`src/hdl/sdram_pkg.sv`:
```
`default_nettype none

package sdram_pkg;

    // memory geometry
    localparam int mem_aw    = 14;  // half-word address, 16k x 16
    localparam int word_aw   = 13;  // 32-bit word address
    localparam int region_aw = 11;  // 2k words per slot region
    localparam int num_slots = 3;
    localparam int slot_iw   = $clog2(num_slots);  // slot index bits

    // word base of each slot region, regions never overlap
    localparam logic [word_aw-1:0] slot_base [num_slots] = '{
        13'd0,
        13'd2048,
        13'd4096
    };

    localparam int rd_latency = 2;  // array rd to rdata

    // controller states
    localparam logic [1:0] st_idle = 2'd0;
    localparam logic [1:0] st_lo   = 2'd1;  // low half-word on the bus
    localparam logic [1:0] st_hi   = 2'd2;  // high half-word on the bus
    localparam logic [1:0] st_wait = 2'd3;  // read data still in flight

    // one 32-bit word seen whole, as half-words or as bytes
    typedef union packed {
        logic [31:0]      word;
        logic [1:0][15:0] half;   // [0] is the low half-word
        logic [3:0][7:0]  bytes;  // [0] is the lowest byte
    } cache_word_u;

endpackage

`default_nettype wire

```
`src/hdl/sdram_slot.sv`:
```
`timescale 1ns/1ps
`default_nettype none

module sdram_slot
    import sdram_pkg::*;
#(
    parameter int dw      = 8,   // 8, 16 or 32 bit client
    parameter int slot_id = 0    // picks the region base
) (
    input  logic                               clk,
    input  logic                               rst,
    input  logic [region_aw+1-$clog2(dw/8):0]  addr,     // client address in dw units
    input  logic                               addr_ok,  // addr, wr and wdata are valid
    input  logic                               wr,
    input  logic [dw-1:0]                      wdata,
    input  logic                               ack,      // memory access finished
    input  logic [31:0]                        rdata,
    output logic                               data_ok,  // one-cycle strobe to client
    output logic [dw-1:0]                      dout,
    output logic                               req,
    output logic                               rnw,
    output logic [word_aw-1:0]                 waddr,
    output logic [31:0]                        wdata32,
    output logic [3:0]                         wmask
);

    logic [region_aw+1:0] byte_addr;      // client address in bytes
    logic [region_aw-1:0] w_idx;          // word within the region
    logic [1:0]           off;            // byte lane in the word
    logic [31:0]          line_data [2];
    logic [region_aw-1:0] line_tag  [2];
    logic [1:0]           line_vld;
    logic [1:0]           hit;
    logic                 repl;           // line to refill next
    logic                 from_mem;       // dout taken from the fetched word
    logic [31:0]          mem_word;
    cache_word_u          src;

    // scale to bytes then split word index and lane
    assign byte_addr = (region_aw+2)'(addr) << $clog2(dw/8);
    assign w_idx     = byte_addr[region_aw+1:2];
    assign off       = byte_addr[1:0];

    assign hit[0] = line_vld[0] && line_tag[0] == w_idx;
    assign hit[1] = line_vld[1] && line_tag[1] == w_idx;

    // request fields come straight from the held client inputs
    assign rnw     = ~wr;
    assign waddr   = slot_base[slot_id] + word_aw'(w_idx);  // region offset
    assign wdata32 = {(32/dw){wdata}};                      // copy to every lane

    always_ff @(posedge clk or posedge rst) begin
        if (rst) begin
            req      <= 1'b0;
            data_ok  <= 1'b0;
            from_mem <= 1'b0;
            line_vld <= 2'b00;
            repl     <= 1'b0;
        end else begin
            data_ok  <= ack;          // miss or write done
            from_mem <= ack && !wr;
            if (ack) begin
                req <= 1'b0;
                if (!wr) begin
                    // fetched word goes into the line the pointer names
                    line_vld[repl] <= 1'b1;
                    repl           <= ~repl;
                end else begin
                    for (int i = 0; i < 2; i++) begin
                        if (hit[i]) begin
                            line_vld[i] <= 1'b0;   // stale copy
                            repl        <= 1'(i);  // refill the freed line first
                        end
                    end
                end
            end else if (addr_ok && !req && !data_ok) begin
                // data_ok high means the client still shows the old request
                if (!wr && |hit) begin
                    data_ok <= 1'b1;  // answered from cache
                end else begin
                    req <= 1'b1;      // miss or write through
                end
            end
        end
    end

    // line payload and tags
    always_ff @(posedge clk) begin
        if (ack && !wr) begin
            line_data[repl] <= rdata;
            line_tag[repl]  <= w_idx;
            mem_word        <= rdata;
        end
    end

    always_comb begin
        if (from_mem) begin
            src = mem_word;
        end else if (hit[0]) begin
            src = line_data[0];
        end else begin
            src = line_data[1];
        end
    end

    // lane select and write mask per client width
    generate
        if (dw == 8) begin : g_byte
            assign dout  = src.bytes[off];
            assign wmask = 4'b0001 << off;
        end else if (dw == 16) begin : g_half
            assign dout  = src.half[off[1]];
            assign wmask = off[1] ? 4'b1100 : 4'b0011;
        end else begin : g_word
            assign dout  = src.word;
            assign wmask = 4'b1111;
        end
    endgenerate

endmodule

`default_nettype wire

```
`config.mk`:
```
export PLATFORM = sky130hd
export DESIGN_NAME = sdram_slot
export DESIGN_NICKNAME = d
export VERILOG_FILES = /design/src/hdl/sdram_pkg.sv /design/src/hdl/sdram_slot.sv
export SDC_FILE = /design/constraint.sdc
export NUM_CORES = 1
export LEC_CHECK = 0
export ABC_AREA = 1
export BUFFER_PORTS_ARGS = -buffer_cell sky130_fd_sc_hd__clkbuf_2
export CORE_ASPECT_RATIO = 1.1
export CORE_UTILIZATION = 25
export CTS_BUF_LIST = sky130_fd_sc_hd__clkbuf_8
export DETAILED_ROUTE_END_ITERATION = 16
export RECOVER_POWER = 50
export SYNTH_ARGS = -nofsm -noshare
export SYNTH_HDL_FRONTEND = slang
export SYNTH_SLANG_ARGS = --single-unit
export TNS_END_PERCENT = 30
```
`constraint.sdc`:
```
create_clock -name clk -period 4.7 [get_ports clk]
set_clock_uncertainty 0.05 [all_clocks]
set_input_delay 0.47 -clock clk [delete_from_list [all_inputs] [get_ports clk]]
set_output_delay 0.47 -clock clk [all_outputs]
set_load 0.05 [all_outputs]
```
# [Yosys cells after proc, flatten, opt, wreduce, memory -nomap -nowiden]
# Memory sizes are Yosys's and may differ from the RTL's.
# Index checks and enable logic that the tools add are counted.
[totals] mem_count=2 mem_bits_rw=86 input_bits=58 output_inout_bits=60 register_bits=38
[op_classes] n_eq_ne=6 n_shift=1 n_bitwise=3 reduce_logical=16 muxes=19 order_cmp=3
[mem_list] memory="line_data" words=2 width=32 read_ports=2 rd_ports_with_merged_regs=0 write_ports=1 line_no="sdram_slot.sv:30" text="logic [31:0] line_data [2];"
[mem_list] memory="line_tag" words=2 width=11 read_ports=2 rd_ports_with_merged_regs=0 write_ports=1 line_no="sdram_slot.sv:31" text="logic [region_aw-1:0] line_tag [2];"
[ops] operator="two-way mux 32 bit" n=2
[ops] operator="== test 11 bit" n=2
[ops] operator="binary-select mux 8 bit (select 2 bit)" n=1
[ops] operator="two-way mux 1 bit" n=13
[ops] operator="two-way mux 8 bit" n=1
[ops] operator="AND reduction 2 bit" n=4
[ops] operator="logical AND 1 bit" n=7
[ops] operator="!= test 2 x 1 -> 1 bit, second input constant" n=2
[ops] operator="<< shifter 1 x 2 -> 4 bit, first input constant" n=1
[ops] operator="zero test 1 bit" n=3
[ops] operator="less-than comparator 2 x 3 -> 1 bit, second input constant" n=1
[ops] operator="!= test 3 x 1 -> 1 bit, second input constant" n=1
[ops] operator="less-than comparator 1 x 2 -> 1 bit, second input constant" n=1
[ops] operator="two-way mux 2 bit" n=1
[ops] operator="!= test 2 bit, second input constant" n=1
[ops] operator="NOT 1 bit" n=2
[ops] operator="bitwise OR 2 bit" n=1
[ops] operator="nonzero test 2 bit" n=1
[ops] operator="OR reduction 2 bit" n=1
[ops] operator="demux 1 bit (select 1 bit)" n=1
[ops] operator=">= comparator 1 bit, second input constant" n=1

# [Logic depth before layout (Yosys ltp)]
# An unclocked memory read counts as a cell.
[logic_depth] word_depth=8 mapped_depth=14

# [Worst setup path after synthesis]
# OpenSTA, ideal clock, no wires.
[synth_timing] kind="in2reg" startpoint="input port wr" endpoint="memory line_data[0][0], enable pin" setup_slack_ps=600 cell_stages=1 arrival_ps=3551 path_cell_list="nor3_1"
[synth_between] elab_chain_cells=4
[synth_lines] item="start: declaration" line_no="sdram_slot.sv:14" text="input logic wr,"
[synth_lines] item="zero test 1 bit" line_no="sdram_slot.sv:89" text="if (ack && !wr) begin"
[synth_lines] item="logical AND 1 bit" line_no="sdram_slot.sv:89"
[synth_lines] item="two-way mux 1 bit" line_no="sdram_slot.sv:89"
[synth_lines] item="two-way mux 1 bit (not written as such)" line_no="sdram_slot.sv:90" text="line_data[repl] <= rdata;"
[synth_lines] item="end: declaration" line_no="sdram_slot.sv:30"
# No other way between the ends.

==> results.md <==
- The run finished with clean final reports.
- The final-report hold violation count is 0.
- Max-cap violations in this run came to 0.
- The static power due to leakage is 2.707 nW.
- For this design the top-level I/O count stands at 118.
- The clock root buffer is sky130_fd_sc_hd__clkbuf_8.
- Global routing consumed, over all layers together, 11.38% of the routing resources.
- The minimum hold slack is 0.2169 ns.
- The count of final max-slew check failures is 0.
- From synthesis to final layout, the design area changed by 10.73%.
- For hold timing, the worst endpoint is line_data[1][15].
- The actual slew at the worst max-slew pin is 1.153 ns.
- The number of buffers added for setup after CTS is 0.
- STA puts the critical path data required time at 4.18 ns.
- The post-route fraction of the period consumed by the critical path is 72.80%.
- In the routed layout, each cell is associated on average with a via count of 4.058.
- Measured against its own limit, the worst slew margin works out to 22.96%.
- The clock tree from TritonCTS is yes.
- The placed instance area is 6203 um^2.
- The number of enable flip-flop cells after synthesis is 118.
- The wire length of the first global-routing pass is 20,200 um.
- The terminus of the critical flop-to-flop path is line_tag[1][7].
- In the final layout, the share of cells above drive strength 1 is 14.40%.
- Summing over every cut layer, the via total after detailed routing is 3,786.
- The congestion estimate from routability-driven global placement came to 0.7437.
- OpenSTA, run right after detailed placement, puts the worst setup slack at 1.430 ns.
- TritonCTS created 17 clock buffers.
- The instance count along the most critical hold path is 1.
- The clock sink count is 124.
- The clock slew seen by the registers of the worst setup and hold paths is 0.08 ns.
- The number of placed instances with taps included is 899.
- The number of antenna violations at the first check in global routing came to 2.
- The row count is 58.
- The post-route cell area is 6519 um^2.
- The critical path data arrival time is 2.90 ns.
- In this run the worst hold path is classified as primary input to flop.
- Measured along the x axis, the die boundary spans 148.3 um.
- After detailed routing, the number of remaining DRC violations is 0.
- The final setup violation count is 0.
- Each instance of the synthesized netlist takes up on average 10.15 um^2.
- The die covers 24,170 um^2.
- The area of the mapped netlist is 5887 um^2.
- The iteration-0 DRC count of the detailed router is 285.
- In the final timing run, aggregate negative setup slack is 0 ns.
- Derived from the worst setup path, the maximum achievable clock frequency is 0.2923 GHz.
- The register-to-register setup slack is 2.60 ns.
- The highest net fanout along the worst path is 34.
- In the post-route analysis, the smallest setup slack over all paths is 1.278 ns.
- The ratio of total power to cell area is 369.3 nW/um^2.
- The number of distinct library cell variants in the gate-level netlist after synthesis is 30.
- The utilization after layout is 28.34%.
- The library cell used most frequently in the layout, excluding fill and tap cells, is sky130_fd_sc_hd__nand2_1.
- The endpoint class of the critical path is a primary output.
- The shortest period the worst path allows is 3.422 ns.
- The clock reaches the later pin of the worst-skew pair after 0.43 ns.
- STA classifies the critical path startpoint as a flop.
- The worst register-to-register path begins at repl.
- The post-synthesis instance total is 580.
- Across the VDD grid, the largest voltage drop is 0.2353 mV.
- Entering global routing, the biggest net connects 65 pins.
- The startpoint of the most critical hold path is rdata[15].
- Synthesis inferred 124 register bits.
- Gates resized during post-CTS repair numbered 0.
- Setup repair after global routing left no endpoint under its margin.
- The number of buffers between clock root and the deepest sink is 2.
- The number of nets in the finished design is 677.
- From bottom edge to top edge, the die measures 162.9 um.
- The number of global-route vias before repair came to 3,811.
- For this run, the number of Yosys warnings is 0.
- In this run the tool buffered the top-level ports with 75 buffer cells.
- The path depth of the worst reg2reg path is 3.
- The total wire length after detailed routing is 13,080 um.
- The detail route stage leaves a number of antenna-violating nets equal to 0.
- The type of the setup path with the least slack is flop to primary output.
- The depth of the CTS H-tree is 4.
- The core footprint is 23,000 um^2.
- The total power draw is 2.407 mW.
- Leaving out filler cells and counting taps, the final layout contains 933.
- The library cells used most frequently in the layout, excluding fill and tap cells, are 151 x sky130_fd_sc_hd__nand2_1, 118 x sky130_fd_sc_hd__edfxtp_1, 82 x sky130_fd_sc_hd__nor2_1.
- For this run, the register share of the synthesized area comes to 62.74%.
- In the synthesized netlist the dominant register cell turns out to be sky130_fd_sc_hd__edfxtp_1.
- Global routing finished with a remaining overflow of 0.
- The share of flip-flops with an asynchronous set or reset is 4.839%.
- The starting density of the core is 25.59%.
- The routed length per instance is 14.02 um.
- Detailed placement ended at an HPWL of 8589 um.
- The first-pass iteration count of the detailed router is 4.
[what timing repair did]
item	in CTS	in global routing
hold buffers	1	0
endpoints found under the hold margin	6	0
setup endpoints to repair	0	0
[layout make-up]
cell class	instances	area, um^2
inverters	59	221.5
repair buffers	79	354.1
flip-flops and latches	124	3694
multi-input cells	338	1515
clock buffers	17	234.0
fillers	2424	16490
diodes	1	2.502
well taps	300	375.4
clock inverters	15	122.6
[power breakdown]
group / switching, mW / total [mW] / internal [mW]
Combinational: 0.196 / 0.260 / 0.0637
Sequential: 0.0181 / 1.29 / 1.28
Clock: 0.438 / 0.852 / 0.414
[cell usage after synthesis (2+ instances only)]
library cell	instances	area, um^2
sky130_fd_sc_hd__a21oi_1	3	15.01
sky130_fd_sc_hd__buf_1	3	11.26
sky130_fd_sc_hd__buf_2	4	20.02
sky130_fd_sc_hd__buf_4	45	337.8
sky130_fd_sc_hd__buf_6	3	33.78
sky130_fd_sc_hd__buf_8	3	45.04
sky130_fd_sc_hd__clkbuf_8	2	27.53
sky130_fd_sc_hd__dfrtp_1	6	150.1
sky130_fd_sc_hd__edfxtp_1	118	3543
sky130_fd_sc_hd__inv_1	51	191.4
sky130_fd_sc_hd__inv_2	8	30.03
sky130_fd_sc_hd__nand2_1	151	566.8
sky130_fd_sc_hd__nand2_2	4	25.02
sky130_fd_sc_hd__nand2_4	2	22.52
sky130_fd_sc_hd__nand3_1	66	330.3
sky130_fd_sc_hd__nor2_1	84	315.3
sky130_fd_sc_hd__nor2_2	2	12.51
sky130_fd_sc_hd__nor2_4	2	22.52
sky130_fd_sc_hd__nor2_8	2	40.04
sky130_fd_sc_hd__nor3_1	2	10.01
sky130_fd_sc_hd__o21ai_0	8	40.04
sky130_fd_sc_hd__xor2_1	3	26.28
[cell families after synthesis]
logic type / share of synthesized area [%]
DFF: 62.74
and+or+nand+nor: 23.53
other: 0.06370
xor gates and xnor gates: 0.5952
AOI/OAI and AO/OA: 1.233
buffers and inverters: 11.84
[layer usage]
layer / up-vias / track usage, % / wire length, um
li1: 1927 / - / -
met1: 1731 / 12.72 / 5405
met2: 97 / 19.53 / 6490
met3: 29 / 4.090 / 913
met4: 2 / 4.686 / 259
met5: - / 0 / 11
[sequential cells by signal (all words and copies together), names as in the netlist]
signal / count
data_ok: 1
from_mem: 1
line_data: 64
line_tag: 22
line_vld: 2
mem_word: 32
repl: 1
req: 1
[worst max-delay path: stages, from the launching register on]
cell and delay [ns]:
sky130_fd_sc_hd__edfxtp_1 0.41, sky130_fd_sc_hd__inv_1 0.08, sky130_fd_sc_hd__nand2_1 0.05, sky130_fd_sc_hd__nand2_1 0.06
sky130_fd_sc_hd__nand2_1 0.12, sky130_fd_sc_hd__nor2_8 0.46, sky130_fd_sc_hd__nand3_4 0.47, sky130_fd_sc_hd__nand2_1 0.17
sky130_fd_sc_hd__nand3_1 0.08, sky130_fd_sc_hd__nand2_1 0.13, sky130_fd_sc_hd__nand2_1 0.06, sky130_fd_sc_hd__inv_1 0.05
sky130_fd_sc_hd__nand2_1 0.06, sky130_fd_sc_hd__clkbuf_2 0.24
[worst max-delay path by stage]
stage          slack, ns  cells past startpoint            from         endpoint
6_report            1.28                     13  line_tag[0][3]          dout[0]
3_3_place_gp        1.48                     13        addr[11]          dout[0]
4_1_cts             1.20                     11  line_tag[0][9]          dout[0]
2_1_floorplan       0.60                      1              wr  line_data[0][0]
5_1_grt             0.93                     13  line_tag[0][3]          dout[7]
3_5_place_dp        1.43                     13        addr[11]          dout[0]
(Power assumes the default switching activity.)
