<file path="src/hdl/sdram_pkg.sv">
`default_nettype none

package sdram_pkg;

    // memory geometry
    localparam int mem_aw    = 14;  // half-word address, 16k x 16
    localparam int word_aw   = 13;  // 32-bit word address
    localparam int region_aw = 11;  // 2k words per slot region
    localparam int num_slots = 3;
    localparam int slot_iw   = $clog2(num_slots);  // slot index bits

    // word base of each slot region, regions never overlap
    localparam logic [word_aw-1:0] slot_base [num_slots] = '{
        13'd0,
        13'd2048,
        13'd4096
    };

    localparam int rd_latency = 2;  // array rd to rdata

    // controller states
    localparam logic [1:0] st_idle = 2'd0;
    localparam logic [1:0] st_lo   = 2'd1;  // low half-word on the bus
    localparam logic [1:0] st_hi   = 2'd2;  // high half-word on the bus
    localparam logic [1:0] st_wait = 2'd3;  // read data still in flight

    // one 32-bit word seen whole, as half-words or as bytes
    typedef union packed {
        logic [31:0]      word;
        logic [1:0][15:0] half;   // [0] is the low half-word
        logic [3:0][7:0]  bytes;  // [0] is the lowest byte
    } cache_word_u;

endpackage

`default_nettype wire

</file>
<file path="src/hdl/sdram_ctrl.sv">
`timescale 1ns/1ps
`default_nettype none

module sdram_ctrl
    import sdram_pkg::*;
(
    input  logic               clk,
    input  logic               rst,
    input  logic               mem_req,
    input  logic               mem_rnw,
    input  logic [word_aw-1:0] mem_addr,
    input  logic [31:0]        mem_wdata,
    input  logic [3:0]         mem_wmask,
    input  logic [15:0]        ram_rdata,
    output logic               mem_ack,    // one cycle, access complete
    output logic               mem_busy,
    output logic [31:0]        mem_rdata,
    output logic [mem_aw-1:0]  ram_addr,
    output logic               ram_rd,
    output logic               ram_wr,
    output logic [1:0]         ram_be,
    output logic [15:0]        ram_wdata
);

    logic [1:0]            state;
    logic                  issue;     // half-word access on the bus
    logic                  upper;     // high half selected
    logic [rd_latency-1:0] rd_pipe;   // reads in flight
    logic [rd_latency-1:0] hi_pipe;   // half each in-flight read belongs to
    logic                  rd_done;   // a half-word is back from the array
    cache_word_u           wsplit;
    cache_word_u           asm_q;     // returned halves collect here

    assign issue    = state == st_lo || state == st_hi;
    assign upper    = state == st_hi;
    assign mem_busy = state != st_idle;
    assign rd_done  = rd_pipe[rd_latency-1];

    // fields are held by the slot for the whole access
    assign wsplit    = mem_wdata;
    assign ram_addr  = {mem_addr, upper};  // low half at even address
    assign ram_rd    = issue && mem_rnw;
    assign ram_wr    = issue && !mem_rnw;
    assign ram_be    = upper ? mem_wmask[3:2] : mem_wmask[1:0];
    assign ram_wdata = wsplit.half[upper];
    assign mem_rdata = asm_q.word;

    always_ff @(posedge clk or posedge rst) begin
        if (rst) begin
            state   <= st_idle;
            mem_ack <= 1'b0;
            rd_pipe <= '0;
            hi_pipe <= '0;
        end else begin
            mem_ack <= 1'b0;
            rd_pipe <= {rd_pipe[rd_latency-2:0], ram_rd};
            hi_pipe <= {hi_pipe[rd_latency-2:0], upper};
            case (state)
                st_idle: begin
                    // while mem_ack is high the finished request is still shown
                    if (mem_req && !mem_ack) begin
                        state <= st_lo;
                    end
                end
                st_lo: begin
                    state <= st_hi;
                end
                st_hi: begin
                    if (mem_rnw) begin
                        state <= st_wait;
                    end else begin
                        state   <= st_idle;  // both halves written
                        mem_ack <= 1'b1;
                    end
                end
                default: begin
                    // high half arriving ends the read
                    if (rd_done && hi_pipe[rd_latency-1]) begin
                        state   <= st_idle;
                        mem_ack <= 1'b1;
                    end
                end
            endcase
        end
    end

    // read assembly, no reset
    always_ff @(posedge clk) begin
        if (rd_done) begin
            asm_q.half[hi_pipe[rd_latency-1]] <= ram_rdata;
        end
    end

endmodule

`default_nettype wire

</file>
<file path="config.mk">
export PLATFORM = sky130hd
export DESIGN_NAME = sdram_ctrl
export DESIGN_NICKNAME = d
export VERILOG_FILES = /design/src/hdl/sdram_pkg.sv /design/src/hdl/sdram_ctrl.sv
export SDC_FILE = /design/constraint.sdc
export NUM_CORES = 1
export LEC_CHECK = 0
export ABC_AREA = 1
export BUFFER_PORTS_ARGS = -buffer_cell sky130_fd_sc_hd__buf_4
export CORE_MARGIN = 2
export CORE_UTILIZATION = 34
export CTS_CLUSTER_DIAMETER = 200
export DETAILED_ROUTE_END_ITERATION = 7
export MAX_ROUTING_LAYER = met4
export PLACE_DENSITY_LB_ADDON = 0.2
export SLEW_MARGIN = 10
export SYNTH_ARGS = -nofsm -noshare
export SYNTH_HDL_FRONTEND = slang
export SYNTH_SLANG_ARGS = --single-unit
</file>
<file path="constraint.sdc">
create_clock -name clk -period 1.41 [get_ports clk]
set_input_delay 0.282 -clock clk [delete_from_list [all_inputs] [get_ports clk]]
set_output_delay 0.282 -clock clk [all_outputs]
set_load 0.005 [all_outputs]
</file>
-- Word-level counts from Yosys, hierarchy flattened
Index checks and enable logic that the tools add are counted.
- register bits after elaboration: 39
- output and inout port bits: 68
- word-level logic and storage cells: 37
- $lt $le $gt $ge: 3
- eq/ne operators: 3
- multiplexer cells: 13
- reductions and logical operators: 13
- operator list (cell ; count):
    $mux 16 ; 3
    $bwmux 32 ; 1
    $demux 16 s1 ; 1
    $mux 2 ; 4
    $pmux 2 s3 ; 1
    $logic_and 1x1->1 ; 5
    $lt 1x2->1 const B ; 2
    $reduce_bool 4->1 ; 1
    $eq 2x1->1 const B ; 1
    $eq 2x2->1 const B ; 1
    $logic_not 1->1 ; 2
    $logic_not 2->1 ; 1
    $mux 1 ; 2
    $ne 2x2->1 const B ; 1
    $pmux 1 s2 ; 1
    $reduce_and 2->1 ; 1
    $reduce_bool 2->1 ; 1
    $reduce_or 2->1 ; 1
    $ge 1x1->1 const B ; 1
    $logic_or 1x1->1 ; 1

-- Depth between registers and ports, before layout
Gate-level depths: netlist of run 1.
- word-level depth: 5
- gate-level depth with buffers: 7
- depth with buffers taken out: 7

-- Worst setup path before layout of run 1
Ideal clock, no wire load.
- path type: register -> output
- start point: register state[0]
- end point: output ram_wdata[10]
- arrival time: 1.230 ns
- required time: 1.128 ns
- setup slack: -0.102 ns
- cell stages (with the launch flop): 5
- buffers on the path: 1
- cells stage by stage: dfrtp_1 > inv_1 > ha_1 > clkbuf_8 > mux2_2
- cells in the longest elaborated chain, start to end: 3
- ends and longest elaborated chain (what ; RTL line ; RTL):
    from (decl) ; sdram_ctrl.sv:25 ; logic [1:0] state;
    from (signal assigned) ; sdram_ctrl.sv:50 ; state <= st_idle;
    from (signal assigned) ; sdram_ctrl.sv:62 ; state <= st_lo;
    from (signal assigned) ; sdram_ctrl.sv:66 ; state <= st_hi;
    $eq 2x2->1 ; sdram_ctrl.sv:35 ; assign upper = state == st_hi;
    net upper ; sdram_ctrl.sv:27 ; logic upper;
    $mux 16 (implied by the code) (2 in series) ; sdram_ctrl.sv:45 ; assign ram_wdata = wsplit.half[upper];
    to (decl) ; sdram_ctrl.sv:22 ; output logic [15:0] ram_wdata
The timed path passes the listed nets, and every way through them passes these cells. The select of a mux whose other input is x is not followed.

-- Worst setup path in the final report of run 1
- start point: register state[0]
- end point: output ram_be[1]
- cells in the longest elaborated chain, start to end: 2
- ends and longest elaborated chain (what ; RTL line ; RTL):
    $eq 2x2->1 ; sdram_ctrl.sv:35 ;
    $mux 2 ; sdram_ctrl.sv:44 ; assign ram_be = upper ? mem_wmask[3:2] : mem_wmask[1:0];
    to (decl) ; sdram_ctrl.sv:21 ; output logic [1:0] ram_be,
No other way between the ends.

==> summary.txt, run 1 <==
Timing
  – RSZ-0062 raised after global routing: yes
  – Crit share post-route: 129.1%
  – FMAX: 549.2 MHz
  – Worst hold slack: 0.1763 ns
  – Setup violations, final: 22
  – Rel. slew slack: 81.89%
  – Period minus WS final: 1.821 ns
  – Least-Margin Pin Slew: 0.2713 ns
  – Hold Vio Cnt, Final: 0
  – Clk_skew: 0.006237 ns
  – Final Slew Violations: 0
  – Final WS setup: -0.4110 ns
  – Setup TNS: -8.225 ns

Logic synthesis
  – Part of the Yosys area used for sequential elements: 68.63%
  – Cell variety after synth: 15
  – Cell taking the most area after synthesis: edfxtp_1
  – EDFF count, synth: 32
  – Main combinational cell family by area after synthesis: multiplexers
  – Share of synthesized flip-flops with an asynchronous set or reset: 17.95%
  – Cells after Synth: 109
  – Post-synth top cells: edfxtp_1, mux2_2, buf_4
  – Register bit total from synthesis: 39
  – Post-synthesis simple-gate area fraction: 4.837%
  – Post-synth top flop: edfxtp_1
  – Syn_nets: 182
  – Post-synthesis compound-gate area fraction: 0.9070%
  – Most numerous cell in the Yosys netlist: edfxtp_1
  – Adder-cell share of the synthesized area: 3.023%
  – Synthesized area per cell: 15.19 um^2
  – Mux cell area share after synthesis: 12.24%
  – Synth area leaders: edfxtp_1, mux2_2, dfrtp_1
  – Synth warn: 0
  – Synth top area share: 58.05%
  – Area share of xor/xnor cells in the synthesized design: 0%
  – Synth Cell Area: 0.001655 mm^2

Pwr
  – Peak supply drop: 0.7979 mV
  – Leakage: 1.359 nW
  – Flop pwr share: 34.1%
  – Clock share of power: 18.7%
  – Logic pwr share: 47.2%
  – Pwr Density: 1655 mW/mm^2
  – Sw frac: 28.63%
  – Switch Pwr: 1.382 mW
  – Cell internal pwr: 3.444 mW

Critical path
  – Crit path cell chain: inv_2 -> ha_4 -> clkbuf_16 -> mux2_4 -> buf_6
  – Critical path required time: 1.13 ns
  – Worst path top cell family by delay: flip-flops
  – Worst Setup SP: state[0]
  – Setup CP Type: reg -> out
  – CP Buf/Inv Count: 3
  – FF-to-FF Start: state[1]
  – Reg2reg end: state[0]
  – CP startpoint kind: register
  – R2r setup slk: 0.03 ns
  – Worst Setup EP: ram_be[1]
  – Setup crit end kind: output pin
  – Worst path slowest cell: dfrtp_1
  – CP Depth: 5
  – Crit Path Max Fanout: 5
  – R2R cell count: 9
  – Worst Path Arrival: 1.54 ns
  – CP peak stage delay: 0.39 ns

Clock tree
  – Inserted Clock Buffers: 5
  – Worst-path clk slew: 0.08 ns
  – Clk_lat worst skew: 0.29 ns
  – H-tree Lvls: 2
  – # clock sinks: 39
  – Deepest clock path buffer count: 2
  – Root Buffer Master: clkbuf_8
  – CTS tree: built

Min path
  – Hold WC Path Type: in -> reg

Drt
  – Detail Route Antenna Nets: 0
  – DRT Wirelength: 4361 um
  – Vias per cell: 4.410
  – Initial DRC Count: 55
  – DRC viols: 0
  – Drt first pass iters: 4
  – Via count: 1292
  – Avg WL per Cell: 14.88 um

Floorplanning
  – Die height: 73.78 um
  – Core area: 0.004723 mm^2
  – Total die area: 0.005443 mm^2
  – Num rows: 25
  – Chip Width: 73.78 um
  – Top-Level Pins: 137
  – Initial Util: 35.05%

Global routing
  – Largest net degree at the start of global routing: 17
  – Vias in the first global route: 1315
  – GR Util All Layers: 15.73%
  – First-pass GRT wire length: 6065 um
  – GRT overflow: 0
  – Initial antenna violation count: 0

Placement
  – Pre-CTS WS: -0.1735 ns
  – Detailed Place HPWL: 3164 um
  – Port bufs: 110
  – Final GP Congestion: 0.7940
  – Cell count after placement: 277

Finish
  – Share of cells above drive strength 1: 71.68%
  – Post-layout net count: 298
  – Multi-input gate area: 460.4 um^2
  – Fin util: 61.75%
  – Synthesis-to-finish area growth: 76.19%
  – Reg area: 0.001136 mm^2
  – Number of antenna diodes: 0
  – Final Non-Filler Cells: 293
  – Fillers: 368

Run status
  – Failing checks: setup timing
  – Status: complete, but fails checks

Job
  – Max Cap Violations: 0
==> power by group through the flow <==
| stage | logic, mW | registers [mW] | clock network (mW) |
|---|---|---|---|
| after floorplan | 0.744 | 1.70 | 0 |
| after global placement | 1.57 | 1.67 | 0 |
| after detailed placement | 1.62 | 1.67 | 0 |
| after CTS | 1.83 | 1.65 | 0.929 |
| after global routing | 2.46 | 1.67 | 0.988 |
| final | 2.28 | 1.65 | 0.901 |
==> registers in the layout, summed over array words and instances, names as in the netlist <==
signal and count:
mem_rdata 32, mem_ack 1, rd_pipe 2, hi_pipe 2, state 2
==> worst min-delay path by stage <==
stage	depth (start not counted)	start	end	slack, ns
floorplan	1	rst	hi_pipe[0]	0.09
global placement	2	rst	hi_pipe[0]	0.23
detailed placement	2	rst	hi_pipe[1]	0.24
CTS	1	ram_rdata[4]	mem_rdata[20]	0.17
global route	1	ram_rdata[13]	mem_rdata[13]	0.16
finish	1	ram_rdata[4]	mem_rdata[20]	0.18
==> per-stage QoR <==
step                cell area [um^2]  total power, mW
floorplan                       1670            2.443
global placement                2502            3.240
detailed placement              2502            3.288
CTS                             2713            4.410
global route                    2917            5.122
finish                          2917            4.826
==> cell usage in the layout (no fill, tap or decap), types with 2 or more instances in the layout <==
master / count
inv_2: 2
clkbuf_8: 5
buf_6: 21
buf_12: 2
dfrtp_1: 7
o21ai_1: 2
mux2_4: 18
nand2_2: 2
inv_1: 8
clkbuf_16: 2
edfxtp_1: 32
buf_4: 99
ha_4: 2
nor2_2: 2
nand2_1: 10
==> cell type report <==
type | instances | share of cell area (%)
clock buffer | 5 | 2.360
sequential | 39 | 38.95
timing repair buffer | 125 | 37.02
multi-input combinational | 43 | 15.79
tap | 67 | 2.874
clock inverter | 3 | 1.502
inverter | 11 | 1.502
==> logic make-up (layout without fill, tap and decap cells) <==
kind of cell             after synthesis  in the layout
adder cells (fa/ha/maj)                4              4
AO/OA/AOI/OAI                          3              3
flip-flops                            39             39
AND/OR/NAND/NOR                       18             18
multiplexers                          18             18
buffers and inverters                 27            144
==> timing repair <==
item	CTS	global route
setup buffers	4	3
pin swaps	0	3
gates cloned	0	2
hold endpoints to repair	7	0
resized for setup	11	42
hold buffers	1	0
setup endpoints to repair	23	24
==> layer usage <==
metal  track usage (%)  wire length [um]  share of wire [%]
met2             28.17              2251                 52
met3             5.213               414                9.5
met5                 -                 0                  0
met1             15.04              1531                 35
met4             7.475               165                3.8
(Power assumes the default switching activity.)
==> inputs of run 2 (changes only) <==
==> constraint.sdc (replaced) <==
create_clock -name clk -period 1.41 [get_ports clk]
set_input_delay 0 -clock clk [delete_from_list [all_inputs] [get_ports clk]]
set_output_delay 0 -clock clk [all_outputs]
set_load 0.005 [all_outputs]
==> run 2 against run 1 <==
  * The flow still finishes with violations (setup timing)
  * Worst setup slack improved by 0.28 ns
  * Critical path depth unchanged
  * Clock-buffer cell count increased by 2
  * Fmax increased by 18%
  * Flip-flop and latch count unchanged
  * Non-clock buffer count increased by 14
  * Core utilization increased by 2.0 points
  * Sequential share of layout area decreased by 1.2 points
  * Register-to-register slack got worse by 0.04 ns
==> summary.txt, run 2 (synthesis results as in run 1) <==
Clock tree
  – H-tree Lvls: 2 (unchanged)
  – CTS tree: built
  – Root Buffer Master: clkbuf_8
  – # clock sinks: 39 (unchanged)
  – Inserted Clock Buffers: 5 (unchanged)
  – Clk_lat worst skew: 0.28 ns (about the same)
  – Deepest clock path buffer count: 2 (unchanged)
  – Worst-path clk slew: 0.06 ns (-0.02 ns)

Timing
  – FMAX: 647.8 MHz (+18%)
  – Setup violations, final: 21 (-4.5%)
  – Final Slew Violations: 0 (unchanged)
  – Worst hold slack: 0.00001035 ns (-0.1763 ns)
  – Crit share post-route: 109.5% (-20 points)
  – Clk_skew: 0.003628 ns (-0.002609 ns)
  – Rel. slew slack: 82.62% (+0.72 points)
  – Hold Vio Cnt, Final: 0 (unchanged)
  – Least-Margin Pin Slew: 0.2605 ns (-0.01083 ns)
  – Period minus WS final: 1.544 ns (-0.2773 ns)
  – Final WS setup: -0.1337 ns (+0.2773 ns)
  – RSZ-0062 raised after global routing: yes

Placement
  – Pre-CTS WS: 0.03746 ns (+0.2110 ns)
  – Cell count after placement: 274 (-1.1%)
  – Port bufs: 110 (unchanged)
  – Detailed Place HPWL: 3073 um (-2.9%)
  – Final GP Congestion: 0.8182 (+3.0%)

Run status
  – Status: complete, but fails checks
  – Failing checks: setup timing

Critical path
  – CP Buf/Inv Count: 3 (unchanged)
  – Crit path cell chain: inv_2 -> ha_4 -> buf_16 -> mux2_4 -> buf_6
  – Worst path slowest cell: dfrtp_1
  – Critical path required time: 1.41 ns (+0.28 ns)
  – CP peak stage delay: 0.39 ns (about the same)
  – CP startpoint kind: register
  – Worst path top cell family by delay: flip-flops
  – Setup CP Type: reg -> out
  – Crit Path Max Fanout: 8 (+3)
  – Setup crit end kind: output pin
  – Worst Path Arrival: 1.54 ns (about the same)

Finish
  – Post-layout net count: 312 (+4.7%)
  – Fin util: 63.79% (+2.0 points)
  – Synthesis-to-finish area growth: 82.01%
  – Share of cells above drive strength 1: 64.58% (-7.1 points)
  – Final Non-Filler Cells: 307 (+4.8%)
  – Most common cell after layout, fill and taps aside: buf_4
  – Fillers: 354 (-3.8%)
  – Largest register FFs: 32 (unchanged)
  – Number of antenna diodes: 0 (unchanged)
  – Most frequent cells in the layout: buf_4, edfxtp_1, buf_6

Global routing
  – GRT overflow: 0 (unchanged)
  – Largest net degree at the start of global routing: 17 (unchanged)
  – Vias in the first global route: 1399 (+6.4%)
  – GR Util All Layers: 16.32% (+0.58 points)
  – Initial antenna violation count: 0 (unchanged)
  – First-pass GRT wire length: 6272 um (+3.4%)

Drt
  – Drt first pass iters: 4 (unchanged)
  – DRC viols: 0 (unchanged)
  – Detail Route Antenna Nets: 0 (unchanged)
  – Initial DRC Count: 25 (-55%)
  – Avg WL per Cell: 13.86 um (-6.9%)
  – Via count: 1317 (+1.9%)
  – DRT Wirelength: 4254 um (-2.5%)
  – Vias per cell: 4.290 (-2.7%)

Pwr
  – Total power: 4.511 mW (-6.5%)
  – Pwr Density: 1497 mW/mm^2 (-9.5%)
  – Peak supply drop: 0.6986 mV (-12%)
  – Leakage: 1.396 nW (+2.7%)

Floorplanning
  – Core area: 0.004723 mm^2 (unchanged)
  – Initial Util: 35.05% (unchanged)
  – Total die area: 0.005443 mm^2 (unchanged)
  – Top-Level Pins: 137 (unchanged)
  – Chip Width: 73.78 um (unchanged)
  – Num rows: 25 (unchanged)
  – Die height: 73.78 um (unchanged)

Job
  – Max Cap Violations: 0 (unchanged)

Min path
  – Hold WC Path Type: in -> out
[run 2: cell types whose count changed in the layout (fill, tap and decap cells not counted), sizes merged]
cell,previous run,this run
buf,122,121
dlygate4sd3,1,18
bufinv,1,0
clkinv,2,1
[run 2: what timing repair did]
item | CTS | global route
hold endpoints to repair | 40 | 0
gates resized for setup | 42 | 8
gates cloned | 2 | 0
pin swaps | 0 | 5
hold buffers | 18 | 0
endpoints found under the setup margin | 18 | 23
setup buffers | 2 | 3
[run 2: area by class of cell]
type                       count  area, um^2  share of cell area [%]
sequential                    39        1137                   37.75
multi-input combinational     43       449.2                   14.91
clock buffer                   7       76.32                   2.533
timing repair buffer         139        1220                   40.49
tap                           67       83.83                   2.782
clock inverter                 1       5.005                  0.1661
inverter                      11       41.29                   1.370
[run 2: path summary, 6_finish.rpt]
kind                        startpoint           end  slack (ns)  cells after the start
min in group asynchronous          rst    rd_pipe[0]        0.20                      3
hold / removal             mem_addr[9]  ram_addr[10]     0.00001                      0
setup reg to reg              state[0]      state[1]       -0.01                      9
setup / recovery              state[0]  ram_wdata[2]       -0.13                      5
max in group asynchronous          rst      state[1]        0.99                      3
hold reg to reg             rd_pipe[0]    rd_pipe[1]        0.35                      0
[run 2: power by group]
part / leakage [nW] / total [mW] / internal, mW / switching, mW
Combinational: 0.970 / 2.17 / 1.31 / 0.856
Sequential: 0.383 / 1.66 / 1.56 / 0.0973
Clock: 0.0422 / 0.679 / 0.346 / 0.333
[run 2: layer usage]
metal,vias up,routed length (um),global-route usage [%]
li1,620,-,-
met1,587,1397,15.18
met2,97,2331,30.65
met3,13,408,5.075
met4,0,116,6.263
met5,-,0,-
[run 2: worst reg2reg max path, cell delays in order (launching register included)]
cell	delay, ns
dfrtp_1	0.39
inv_2	0.08
ha_4	0.21
buf_16	0.15
buf_4	0.11
buf_6	0.11
nand2_4	0.05
o21ai_2	0.11
nand3_1	0.08
nand2_1	0.07
[run 2: metrics by stage]
stage | cell area [um^2] | TNS (ns)
2_1_floorplan | 1658 | 0
3_3_place_gp | 2480 | 0
3_5_place_dp | 2480 | 0
4_1_cts | 2972 | -2.579
5_1_grt | 3013 | -4.011
6_report | 3013 | -2.237
