### config.mk
export PLATFORM = sky130hd
export DESIGN_NAME = sdram_arbiter
export DESIGN_NICKNAME = d
export VERILOG_FILES = /design/src/hdl/sdram_pkg.sv /design/src/hdl/sdram_arbiter.sv
export SDC_FILE = /design/constraint.sdc
export NUM_CORES = 1
export LEC_CHECK = 0
export ABC_AREA = 1
export BUFFER_PORTS_ARGS = -buffer_cell sky130_fd_sc_hd__buf_2
export CAP_MARGIN = 20
export CORE_AREA = 2 2 81 83
export DETAILED_ROUTE_END_ITERATION = 10
export DIE_AREA = 0 0 83 85
export GPL_TIMING_DRIVEN = 0
export PLACE_DENSITY = 0.63
export SYNTH_ARGS = -nofsm -noshare
export SYNTH_HDL_FRONTEND = slang
export SYNTH_SLANG_ARGS = --single-unit
### constraint.sdc
create_clock -name clk -period 2.7 [get_ports clk]
set_clock_uncertainty 0.2 [all_clocks]
set_input_delay 0.405 -clock clk [delete_from_list [all_inputs] [get_ports clk]]
set_output_delay 0.405 -clock clk [all_outputs]
set_load 0.02 [all_outputs]
### src/hdl/sdram_pkg.sv
`default_nettype none

package sdram_pkg;

    // memory geometry
    localparam int mem_aw    = 14;  // half-word address, 16k x 16
    localparam int word_aw   = 13;  // 32-bit word address
    localparam int region_aw = 11;  // 2k words per slot region
    localparam int num_slots = 3;
    localparam int slot_iw   = $clog2(num_slots);  // slot index bits

    // word base of each slot region, regions never overlap
    localparam logic [word_aw-1:0] slot_base [num_slots] = '{
        13'd0,
        13'd2048,
        13'd4096
    };

    localparam int rd_latency = 2;  // array rd to rdata

    // controller states
    localparam logic [1:0] st_idle = 2'd0;
    localparam logic [1:0] st_lo   = 2'd1;  // low half-word on the bus
    localparam logic [1:0] st_hi   = 2'd2;  // high half-word on the bus
    localparam logic [1:0] st_wait = 2'd3;  // read data still in flight

    // one 32-bit word seen whole, as half-words or as bytes
    typedef union packed {
        logic [31:0]      word;
        logic [1:0][15:0] half;   // [0] is the low half-word
        logic [3:0][7:0]  bytes;  // [0] is the lowest byte
    } cache_word_u;

endpackage

`default_nettype wire

### src/hdl/sdram_arbiter.sv
`timescale 1ns/1ps
`default_nettype none

module sdram_arbiter
    import sdram_pkg::*;
(
    input  logic                 clk,
    input  logic                 rst,
    input  logic [num_slots-1:0] req,
    input  logic [num_slots-1:0] rnw,
    input  logic [word_aw-1:0]   addr0,
    input  logic [word_aw-1:0]   addr1,
    input  logic [word_aw-1:0]   addr2,
    input  logic [31:0]          wdata0,
    input  logic [31:0]          wdata1,
    input  logic [31:0]          wdata2,
    input  logic [3:0]           wmask0,
    input  logic [3:0]           wmask1,
    input  logic [3:0]           wmask2,
    input  logic                 mem_ack,
    input  logic                 mem_busy,
    output logic [num_slots-1:0] ack,
    output logic                 mem_req,
    output logic                 mem_rnw,
    output logic [word_aw-1:0]   mem_addr,
    output logic [31:0]          mem_wdata,
    output logic [3:0]           mem_wmask
);

    logic [num_slots-1:0] grant;    // one-hot, held until ack
    logic [num_slots-1:0] nxt;      // candidate grant
    logic [slot_iw-1:0]   last;     // last slot granted
    logic [slot_iw-1:0]   nxt_idx;

    // search starts at the slot after the last one served
    always_comb begin : pick
        int idx;
        nxt     = '0;
        nxt_idx = last;
        for (int k = 1; k <= num_slots; k++) begin
            idx = int'(last) + k;
            if (idx >= num_slots) begin
                idx = idx - num_slots;  // wrap
            end
            if (nxt == '0 && req[idx]) begin
                nxt[idx] = 1'b1;
                nxt_idx  = slot_iw'(idx);
            end
        end
    end

    always_ff @(posedge clk or posedge rst) begin
        if (rst) begin
            grant <= '0;
            last  <= slot_iw'(num_slots - 1);  // slot 0 wins first
        end else if (grant != '0) begin
            if (mem_ack) begin
                grant <= '0;
            end
        end else if (!mem_busy) begin
            grant <= nxt;
            if (nxt != '0) begin
                last <= nxt_idx;
            end
        end
    end

    // and-or mux on the one-hot grant
    assign mem_req   = |(grant & req);
    assign mem_rnw   = |(grant & rnw);
    assign mem_addr  = ({word_aw{grant[0]}} & addr0) |
                       ({word_aw{grant[1]}} & addr1) |
                       ({word_aw{grant[2]}} & addr2);
    assign mem_wdata = ({32{grant[0]}} & wdata0) |
                       ({32{grant[1]}} & wdata1) |
                       ({32{grant[2]}} & wdata2);
    assign mem_wmask = ({4{grant[0]}} & wmask0) |
                       ({4{grant[1]}} & wmask1) |
                       ({4{grant[2]}} & wmask2);
    assign ack       = grant & {num_slots{mem_ack}};  // only the granted slot

endmodule

`default_nettype wire

-- Word-level counts from Yosys, hierarchy flattened
Index checks and enable logic that the tools add are counted.
W data, S select, Z words.
- bits of input ports: 157
- logic and storage cells: 82
- register bits: 5
- multiplexer cells: 27
- bitwise logic cells: 22
- $lt $le $gt $ge: 9
- add/subtract/negate cells: 6
- equality and inequality tests: 2
- reduce and logical (&&, ||, !) cells: 14
- operator list (cell ; number):
    $and A32 B32 Y32 ; 3
    $ge A32 B1 Y1 const B ; 3
    $lt A32 B4 Y1 const B ; 3
    $mux W32 ; 3
    $or A32 B32 Y32 ; 2
    $and A13 B13 Y13 ; 3
    $or A13 B13 Y13 ; 2
    $mux W3 ; 6
    $and A4 B4 Y4 ; 3
    $sub A3 B2 Y4 const B ; 3
    $and A3 B3 Y3 ; 3
    $ge A3 B2 Y1 const B ; 3
    $mux W1 ; 9
    $reduce_bool A3 Y1 ; 3
    $or A4 B4 Y4 ; 2
    $add A2 B2 Y3 const B ; 2
    $bmux W1 S2 ; 3
    $demux W1 S2 ; 3
    $logic_not A3 Y1 ; 2
    $mux W2 ; 3
    $or A3 B3 Y3 ; 2
    $reduce_or A3 Y1 ; 2
    $logic_and A1 B1 Y1 ; 5
    $reduce_and A4 Y1 ; 1
    other kinds (5) ; 6

-- Longest topological paths before layout
Gate-level depths: netlist (run 1).
- word-level depth: 16
- gate-level depth with buffers: 17

-- Worst setup path after synthesis (run 1)
Ideal clock, no wire load.
- path type: reg-to-reg
- start: register last[1]
- end: register last[0]
- period minus slack after synthesis: 2.261 ns
- setup slack: 0.439 ns
- required time: 2.383 ns
- library setup time: 0.117 ns
- stages on the path, launching flop included: 18
- path buffers: 1
- arrival: 1.945 ns
- cell sequence: dfstp_2 inv_1 ha_1 buf_6 inv_2 nand3_2 nand2_1 inv_1 nand4_1 nand2_1 nor2_2 nand3_2 nand2_2 nor2_2 nand2_2 nand2_2 nand2_1 nand2_1
- longest elaborated chain between the ends: 16
- ends and longest elaborated chain (item ; line ; source):
    from (decl) ; sdram_arbiter.sv:32 ; logic [slot_iw-1:0] last;
    from (signal assigned) ; sdram_arbiter.sv:55 ; last <= slot_iw'(num_slots - 1);
    from (signal assigned) ; sdram_arbiter.sv:63 ; last <= nxt_idx;
    $add A2 B1 Y3 ; sdram_arbiter.sv:41 ; idx = int'(last) + k;
    $sub A3 B2 Y4 or $ge A3 B2 Y1 (tied branches) ; sdram_arbiter.sv:43, sdram_arbiter.sv:42 ;
    $mux W32 ; sdram_arbiter.sv:42 ; if (idx >= num_slots) begin
    $ge A32 B1 Y1 (not written as such) or $lt A32 B4 Y1 (tied branches) ; sdram_arbiter.sv:46 ; nxt[idx] = 1'b1;
    $logic_and A1 B1 Y1 (not written as such) ; sdram_arbiter.sv:46 ;
    $mux W1 (not written as such) ; sdram_arbiter.sv:46 ;
    $demux W1 S2 ; sdram_arbiter.sv:46 ;
    $mux W3 ; sdram_arbiter.sv:45 ; if (nxt == '0 && req[idx]) begin
    $logic_not A3 Y1 ; sdram_arbiter.sv:45 ;
    $logic_and A1 B1 Y1 ; sdram_arbiter.sv:45 ;
    $mux W3 ; sdram_arbiter.sv:45 ;
    $logic_not A3 Y1 ; sdram_arbiter.sv:45 ;
    $logic_and A1 B1 Y1 ; sdram_arbiter.sv:45 ;
    $mux W3 ; sdram_arbiter.sv:45 ;
    $reduce_bool A3 Y1 ; sdram_arbiter.sv:62 ; if (nxt != '0) begin
    $reduce_and A4 Y1 (no line) ; -- ;
Parallel ways exist; a longest one is shown, timed or not. The select of a mux whose other input is x is not followed.
A chain may end at the register's enable or synchronous reset.

-- Worst setup path in the final report (run 1)
Ends and elaborated chain as after synthesis.

==> results.cfg, run 1 <==
[cells_and_area]
layout_common_cells = buf_2, nand2_1, nand3_1
num-fill-cells = 715
syn2layout_area_growth_pct = 81.4
n_antenna_cell = 0
final_common_cell = buf_2
fin_nets = 691
drive_above_1_share_pct = 43.5

[timing]
worst_pin_slew_ns = 0.456
max_freq_mhz = 403
hold_viol_final = 0
min_period_ns = 2.48
holdWs_ns = 0.221
min_period_over_period_pct = 91.9
max_slew_margin_pct = 69.6
setup-violations-final = 0
drv_slew = 0
timing.setup.tns_ns = 0

[power_and_ir_drop]
clkPwrFrac_pct = 5.4
switching_share_pct = 61.1
ir_worst_vdd_uv = 406
p_sw_w = 0.00151
pwr-share-comb_pct = 89.4
p_int_w = 0.000962
leakage_nw = 1.67
power_density_nw_per_um2 = 919
pwr-share-seq_pct = 5.1

[cts]
h-tree-depth = 1
cts_root_buf = clkbuf_8
cts_tree = built
cts_buffer_depth = 2
clk_pin_slew_ns = 0.03
clk_latency_ns = 0.22
clock-sinks = 5
cts-buffers-inserted = 3

[logic_synthesis]
synth_top_family_by_area = simple AND/OR/NAND/NOR gates
syn_inst = 314
ys_ff_latch = 5
avgSynthCellArea_sq_um = 4.73
ys_seq_area_share_pct = 8.51
synth_area_sq_um = 1490
synth_compound_area_share_pct = 4.63
synth_nets = 475
yosysWarnings = 0
synth.distinct_cells = 23
synthAdderAreaFrac_pct = 3.37
yosys.area_share.simple_pct = 74.4
muxShareOfSynthArea_pct = 0
synthXorXnorAreaFrac_pct = 0

[drt]
detail_route.drc_violations = 0
wl_per_cell_microns = 11.4
dr.pass1.iters = 4
first_iter_violations = 85
num_vias = 2746
ant_nets = 0
via_per_inst = 4.53
wl_microns = 6940

[global_route]
grt_max_degree = 11
grt_pass1_wl_microns = 11100
track_usage_pct = 18.5
first_global_vias = 2573
antenna_found_initial = 0
grt.overflow.total = 0

[setup_path]
worst-setup-path-type = flip-flop to flip-flop
cp_max_fo = 8
critPathMaxStageDelay_ns = 0.54
crit_path_start_kind = flip-flop
cp_common_cell = nand3_1
rr_worst_depth = 13
worst_ep_arrival_time_ns = 2.39
cp_slowest_cell = dfstp_2
crit_chain = inv_1 -> ha_1 -> buf_6 -> nand3_1 -> nand2_1 -> nor2_1 -> nand3_1 -> nand2_2 -> nor2_1 -> a31oi_1 -> nand2_2 -> nand3_1 -> nand2_1
required_ns = 2.61
r2r_end = last[0]
worstSetupEndpointType = flip-flop
r2r_slack_ns = 0.22
r2r-start = last[1]

[outcome]
status = completed

[min_path]
hold-path-endpoint = grant[2]
hold-path-cell-count = 2
hp-class = input pin to flip-flop
hp-start = mem_busy

[floorplan]
core-area_sq_um = 6200
die_area_sq_um = 7060
fp.dieH_microns = 85
initial_core_util_pct = 23.9
fp.dieW_microns = 83
fp-row-count = 29
ios = 211

[flow_run]
drv_cap = 0

[placement]
io_buffers = 210
place_congestion = 0.792
hpwl_microns = 5780
## worst max-delay path by stage
stage                 start  slack, ns      end  cells past startpoint
global route        last[1]     -0.002  last[0]                     16
floorplan           last[1]       0.44  last[0]                     17
global placement    last[1]       0.29  last[0]                     17
finish              last[1]       0.22  last[0]                     13
detailed placement  last[1]       0.25  last[0]                     17
CTS                 last[1]       0.24  last[0]                     17
## final cells by class
cell class              instances  area, sq um  share of cell area (%)
multi-input cells             275         1230                    45.7
repair buffers                211         1060                    39.4
flip-flops and latches          5          126                    4.69
well taps                      77         96.3                    3.58
plain buffers                  19         78.8                    2.93
inverters                      15         56.3                    2.09
clock buffers                   4         45.0                    1.67
## power by group through the flow
stage | clock (W) | sequential (W) | combinational (W)
3_3_place_gp | 0 | 0.000126 | 0.00218
2_1_floorplan | 0 | 0.000122 | 0.00154
6_report | 0.000135 | 0.000127 | 0.00221
3_5_place_dp | 0 | 0.000127 | 0.00220
5_1_grt | 0.000143 | 0.000130 | 0.00248
4_1_cts | 0.000140 | 0.000127 | 0.00221
## per-layer routing
| metal | up-vias | GRT usage [%] | share of wire (%) |
|---|---|---|---|
| met3 | 4 | 4.18 | 8.7 |
| li1 | 1425 | - | - |
| met4 | 0 | 4.77 | 0.61 |
| met1 | 1174 | 21.2 | 39 |
| met5 | - | 0 | 0 |
| met2 | 143 | 34.6 | 51 |
## sequential cells by signal (all words and copies together) (netlist names)
signal  flops
grant       3
last        2
## synth_stat cells
| library cell | n | area share (%) |
|---|---|---|
| nor2_1 | 6 | 1.5 |
| inv_1 | 14 | 3.5 |
| nor3_1 | 1 | 0.34 |
| ha_1 | 4 | 3.4 |
| o211ai_1 | 1 | 0.51 |
| o21ai_0 | 5 | 1.7 |
| inv_2 | 1 | 0.25 |
| nand2_2 | 4 | 1.7 |
| nand2_1 | 183 | 46 |
| nand3_1 | 55 | 19 |
| a22o_1 | 1 | 0.59 |
| o221ai_1 | 1 | 0.59 |
| buf_6 | 1 | 0.76 |
| dfstp_2 | 1 | 1.8 |
| a21oi_1 | 1 | 0.34 |
| clkbuf_1 | 18 | 4.5 |
| nand4_2 | 1 | 0.84 |
| o31ai_1 | 1 | 0.51 |
| nand4_1 | 2 | 0.84 |
| nor2_2 | 4 | 1.7 |
| nand3_2 | 4 | 2.7 |
| dfrtp_1 | 4 | 6.7 |
| a31oi_1 | 1 | 0.42 |
## metrics by stage
stage               setup WS, ns  power, W  std cells  cell area [sq um]  utilization, %
global route            -0.00188   0.00275        606               2690            43.4
global placement           0.294   0.00231        601               2630            42.4
CTS                        0.237   0.00248        606               2690            43.3
finish                     0.218   0.00247        606               2690            43.4
detailed placement         0.247   0.00233        601               2630            42.4
floorplan                  0.439   0.00166        314               1490               -
## worst max-delay path, delay by kind of cell (launching register included)
kind / cells / cell delay (ns)
AO/OA/AOI/OAI: 1 / 0.27
AND/OR/NAND/NOR: 9 / 0.86
flip-flops: 1 / 0.54
adder cells (fa/ha/maj): 1 / 0.28
buffers and inverters: 2 / 0.21
## logic make-up (layout without fill, tap and decap cells)
family | Yosys count | in the layout
AND/OR/NAND/NOR | 260 | 260
AO/OA/AOI/OAI | 11 | 11
adder cells (fa/ha/maj) | 4 | 4
buffers and inverters | 34 | 249
flip-flops | 5 | 5
## repair_timing
item / 4_1_cts / 5_1_grt
setup buffers: 0 / 0
setup endpoints to repair: 0 / 1
hold endpoints to repair: 4 / 0
resized for setup: 0 / 1
hold buffers: 1 / 0
Power figures use the tool's default switching activity.
==> run 2, diff against run 1 <==
Settings changed: CORE_AREA 2 2 81 83 to not set, CORE_MARGIN set to 2, CORE_UTILIZATION set to 25, CTS_CLUSTER_SIZE set to 20, DIE_AREA 0 0 83 85 to not set, PLACE_DENSITY 0.63 to 0.65, REMOVE_ABC_BUFFERS set to 1.
==> run 2 against run 1 <==
Compared with the run above:
- highest routed layer unchanged
- critical path depth rose by 2
- fmax fell by 0.11%
- largest power group unchanged
- worst setup slack got worse by 0.0027 ns
- via count fell by 4.3%
- sequential share of layout area rose by 0.24 points
- global-route usage rose by 0.24 points
- total power fell by 0.51%
- hold slack got worse by 0.020 ns
- critical path type unchanged
- register-to-register slack barely moved
- critical endpoint unchanged
- sequential power rose by 140%
- combinational power fell by 9.0%
==> results.cfg, run 2 (same netlist as run 1, synthesis figures left out) <==
[floorplan]
core-area_sq_um = 5820
ios = 211
fp-row-count = 28
initial_core_util_pct = 25.5
fp.dieW_microns = 81.1
die_area_sq_um = 6570
fp.dieH_microns = 81.1

[cts]
cts_root_buf = clkbuf_8
cts_buffer_depth = 2
cts-buffers-inserted = 3
clk_latency_ns = 0.22
cts_tree = built
clk_pin_slew_ns = 0.04
clock-sinks = 5
h-tree-depth = 1
postCtsSetupBuffers = 0

[cells_and_area]
fin_nets = 673
syn2layout_area_growth_pct = 77.8
layout_common_cells = buf_2, nand2_1, nand3_1
fin_cells = 586
largest_reg_flops = 3
largest_register = grant
drive_above_1_share_pct = 45.6
final_common_cell = buf_2
n_antenna_cell = 0
finish.utilization_pct = 45.4
final_area_sq_um = 2640
top_regs = grant x3, last x2

[timing]
worst_pin_slew_ns = 0.936
rsz0062_at_grt = false
min_period_over_period_pct = 92.0
max_freq_mhz = 403
drv_slew = 0
min_period_ns = 2.48
max_slew_margin_pct = 37.6
holdWs_ns = 0.201
hold_viol_final = 0
setup-violations-final = 0

[setup_path]
cp_slowest_cell = dfstp_2
critPathMaxStageDelay_ns = 0.53
rr_worst_depth = 15
critPathLaunch = last[1]
worstSetupEndpointType = flip-flop
crit_chain = inv_1 -> ha_2 -> nand3_1 -> nand2_1 -> inv_1 -> nand4_1 -> nand2_1 -> nor2_2 -> nand3_2 -> nand2_2 -> nor2_2 -> nand2_2 -> nand2_2 -> nand2_1 -> nand2_1
required_ns = 2.61
crit_path_start_kind = flip-flop
worst-setup-path-type = flip-flop to flip-flop
r2r-start = last[1]
worst_ep_arrival_time_ns = 2.39
cp_common_cell = nand2_1
cp_max_fo = 8

[power_and_ir_drop]
pwr-share-seq_pct = 12.6
power_density_nw_per_um2 = 933
ir_worst_vdd_uv = 670
p_int_w = 0.000950
p_sw_w = 0.00151
clkPwrFrac_pct = 5.7
pwr-share-comb_pct = 81.8
leakage_nw = 1.64
switching_share_pct = 61.4

[drt]
wl_microns = 7200
ant_nets = 0
num_vias = 2628
wl_per_cell_microns = 12.3
dr.pass1.iters = 4
detail_route.drc_violations = 0
first_iter_violations = 95
via_per_inst = 4.48

[global_route]
first_global_vias = 2200
grt_pass1_wl_microns = 9960
grt_max_degree = 55
antenna_found_initial = 0
track_usage_pct = 18.8
grt.overflow.total = 0

[min_path]
hp-start = mem_busy
hp-class = input pin to flip-flop
hold-path-cell-count = 2

[flow_run]
drv_cap = 0

[outcome]
status = completed

[placement]
io_buffers = 210
dp.cells = 581
hpwl_microns = 5750
place_congestion = 0.883
placed_area_sq_um = 2580
[run 2: changes by cell type in the layout (fill, tap and decap cells not counted), sizes merged]
cell    before  now
clkbuf      22    4
[run 2: per-stage QoR]
stage	setup TNS (ns)	total power [W]	worst slack (ns)
2_1_floorplan	0	0.00160	0.452
3_3_place_gp	-0.205	0.00228	-0.110
3_5_place_dp	0	0.00231	0.197
4_1_cts	0	0.00246	0.191
5_1_grt	0	0.00273	0.000304
6_report	0	0.00246	0.216
[run 2: worst paths after layout]
| kind | endpoint | slack (ns) |
|---|---|---|
| max in group asynchronous | last[1] | 1.63 |
| min | grant[2] | 0.20 |
| min in group asynchronous | last[0] | 0.43 |
| min reg2reg | last[1] | 0.28 |
| max | last[0] | 0.22 |
| max reg2reg | last[0] | 0.22 |
[run 2: area by class of cell]
class,instances,area [sq um]
fill,679,3180
tap,75,93.8
inverter,15,56.3
sequential,5,130
clock buffer,4,45.0
multi-input combinational,275,1230
timing repair buffer,212,1090
[run 2: metal layers]
metal	routed length, microns	part of all wire, %	global-route usage, %
met1	3090	43	24.1
met2	3540	49	33.7
met3	549	7.6	3.33
met4	19	0.26	1.69
met5	0	0	0
[run 2: repair_timing]
item                                    CTS  global route
gates resized for setup                   0             2
endpoints found under the hold margin     4             0
endpoints found under the setup margin    0             2
hold buffers                              1             0
[run 2: power groups by stage]
stage                     clock network [W]  registers, W  logic (W)
after floorplan                           0      0.000262    0.00134
after global placement                    0      0.000353    0.00193
after detailed placement                  0      0.000314    0.00200
after CTS                          0.000143      0.000312    0.00200
after global routing               0.000146      0.000331    0.00225
final                              0.000140      0.000309    0.00201
[run 2: worst max-delay path: cells and delay by family, from the launching register on]
kind          cells  cell delay (ns)
fa+ha+maj         1             0.41
buf+inv           2             0.14
flops             1             0.53
simple gates     12             1.08
==> run 3, diff against run 2 <==
Settings changed: PLACE_DENSITY 0.65 to not set, PLACE_DENSITY_LB_ADDON set to 0.05.
Clock period 2.7 ns to 3.15 ns, I/O delays scaled along.
==> run 3 against run 2 <==
Compared with the run above:
- final area grew 1.1%
- cell count is 0.34% higher
- global-route usage increased by 0.61 points
- count of clock-buffer cells in the layout stayed put
- sequential power shrank 51%
- critical path depth stayed put
- worst setup slack improved by 0.44 ns
- sequential share of layout area is 0.055 points lower
- core utilization increased by 0.52 points
- hold slack gained 0.057 ns
- total power decreased by 14%
- largest cell class unchanged
- highest routed layer unchanged
==> results.cfg, run 3 (same netlist as run 1, synthesis figures left out) <==
[setup_path]
cp_max_fo = 8
r2r_end = last[0]
rr_worst_depth = 15
crit_buf_inv = 2
cp_common_cell = nand2_1
r2r-start = last[1]
worst_ep_arrival_time_ns = 2.40
required_ns = 3.06
crit_chain = inv_1 -> ha_1 -> nand3_1 -> nand2_1 -> inv_1 -> nand4_1 -> nand2_1 -> nor2_2 -> nand3_2 -> nand2_2 -> nor2_2 -> nand2_2 -> nand2_2 -> nand2_1 -> nand2_1
cp_top_family = simple AND/OR/NAND/NOR gates
cp_slowest_cell = dfstp_2
crit_path_start_kind = flip-flop
worstSetupEndpointType = flip-flop
critPathMaxStageDelay_ns = 0.54
r2r_slack_ns = 0.65
worst-setup-path-type = flip-flop to flip-flop

[min_path]
hp-start = mem_busy
hold-path-cell-count = 2
hold-path-endpoint = grant[2]
hp-class = input pin to flip-flop

[cells_and_area]
n_antenna_cell = 0
largest_register = grant
layout_common_cells = buf_2, nand2_1, nand3_1
largest_reg_flops = 3
drive_above_1_share_pct = 45.6
num-fill-cells = 674
top_regs = grant x3, last x2
finish.utilization_pct = 45.9
multi_input_area_sq_um = 1220
fin_nets = 675
fin_cells = 588
final-seq-area_sq_um = 130
final_common_cell = buf_2
final_area_sq_um = 2670
syn2layout_area_growth_pct = 79.8

[drt]
ant_nets = 0
dr.pass1.iters = 4
wl_microns = 7280
detail_route.drc_violations = 0
first_iter_violations = 66
via_per_inst = 4.51
num_vias = 2652
wl_per_cell_microns = 12.4

[timing]
rsz0062_at_grt = false
min_period_over_period_pct = 79.3
worst_pin_slew_ns = 0.346
holdWs_ns = 0.258
setup-violations-final = 0
min_period_ns = 2.50
hold_viol_final = 0
drv_slew = 0
max_slew_margin_pct = 76.9
timing.setup.tns_ns = 0
max_freq_mhz = 400

[floorplan]
initial_core_util_pct = 25.5
fp.dieH_microns = 81.1
fp-row-count = 28
fp.dieW_microns = 81.1
core-area_sq_um = 5820
die_area_sq_um = 6570
ios = 211

[cts]
cts_root_buf = clkbuf_8
h-tree-depth = 1
cts_buffer_depth = 2
cts-resized-gates = 0
cts-buffers-inserted = 3
clk_pin_slew_ns = 0.03
clock-sinks = 5
cts_tree = built
clk_latency_ns = 0.22

[placement]
hpwl_microns = 5980
dp.cells = 583
io_buffers = 210
placed_area_sq_um = 2620
place_congestion = 0.858

[global_route]
grt_max_degree = 50
first_global_vias = 2270
antenna_found_initial = 0
grt.overflow.total = 0
grt_pass1_wl_microns = 10100
track_usage_pct = 19.4

[power_and_ir_drop]
leakage_nw = 1.66
ir_worst_vdd_uv = 506
power_density_nw_per_um2 = 790

[outcome]
status = completed

[flow_run]
drv_cap = 0
==> run 3: changes by cell type in the layout (fill, tap and decap cells not counted), sizes merged <==
| cell | previous run | this run |
|---|---|---|
| buf | 211 | 213 |
==> run 3: area by class of cell <==
class                           count  share of cell area [%]
Clock buffer                        4                    1.69
Inverter                           15                    2.11
Multi-Input combinational cell    275                    45.8
Sequential cell                     5                    4.87
Tap cell                           75                    3.51
Timing Repair Buffer              214                    42.0
==> run 3: worst max-delay path by stage <==
stage              from       to  slack, ns  depth (start not counted)
4_1_cts         last[1]  last[0]       0.64                         15
3_5_place_dp    last[1]  last[0]       0.65                         15
6_report        last[1]  last[0]       0.65                         15
5_1_grt         last[1]  last[0]       0.35                         15
3_3_place_gp   grant[0]  mem_req       0.27                          3
2_1_floorplan  grant[0]  mem_req       0.89                          2
==> run 3: metrics by stage <==
stage	setup slack, ns	power, W
finish	0.651	0.00211
global route	0.349	0.00234
CTS	0.636	0.00213
detailed placement	0.650	0.00201
global placement	0.267	0.00197
floorplan	0.889	0.00137
==> run 3: timing repair <==
action,in CTS,in global routing
hold endpoints to repair,4,0
setup buffers,0,0
hold buffers,1,0
==> run 3: worst register-to-register path, cell delays in order (launching register included) <==
cell and delay (ns):
dfstp_2 0.54, inv_1 0.07, ha_1 0.43, nand3_1 0.20, nand2_1 0.13, inv_1 0.06, nand4_1 0.11, nand2_1 0.09
nor2_2 0.12, nand3_2 0.09, nand2_2 0.07, nor2_2 0.04, nand2_2 0.07, nand2_2 0.05, nand2_1 0.07, nand2_1 0.05
==> run 3: power by group <==
part	internal, W	leakage [nW]	switching (W)
Combinational	0.000643	1.58	0.00120
Clock	0.0000867	0.0228	0.0000295
Sequential	0.0000960	0.0583	0.0000556
Total	0.000826	1.66	0.00128
==> run 3: layer usage <==
layer	share of wire (%)	GRT usage, %	up-vias	wire, microns
li1	-	-	1390	-
met1	41	22.9	1120	3000
met2	50	36.9	134	3620
met3	7.9	2.22	8	575
met4	1.2	4.41	0	90
met5	0	0	-	0
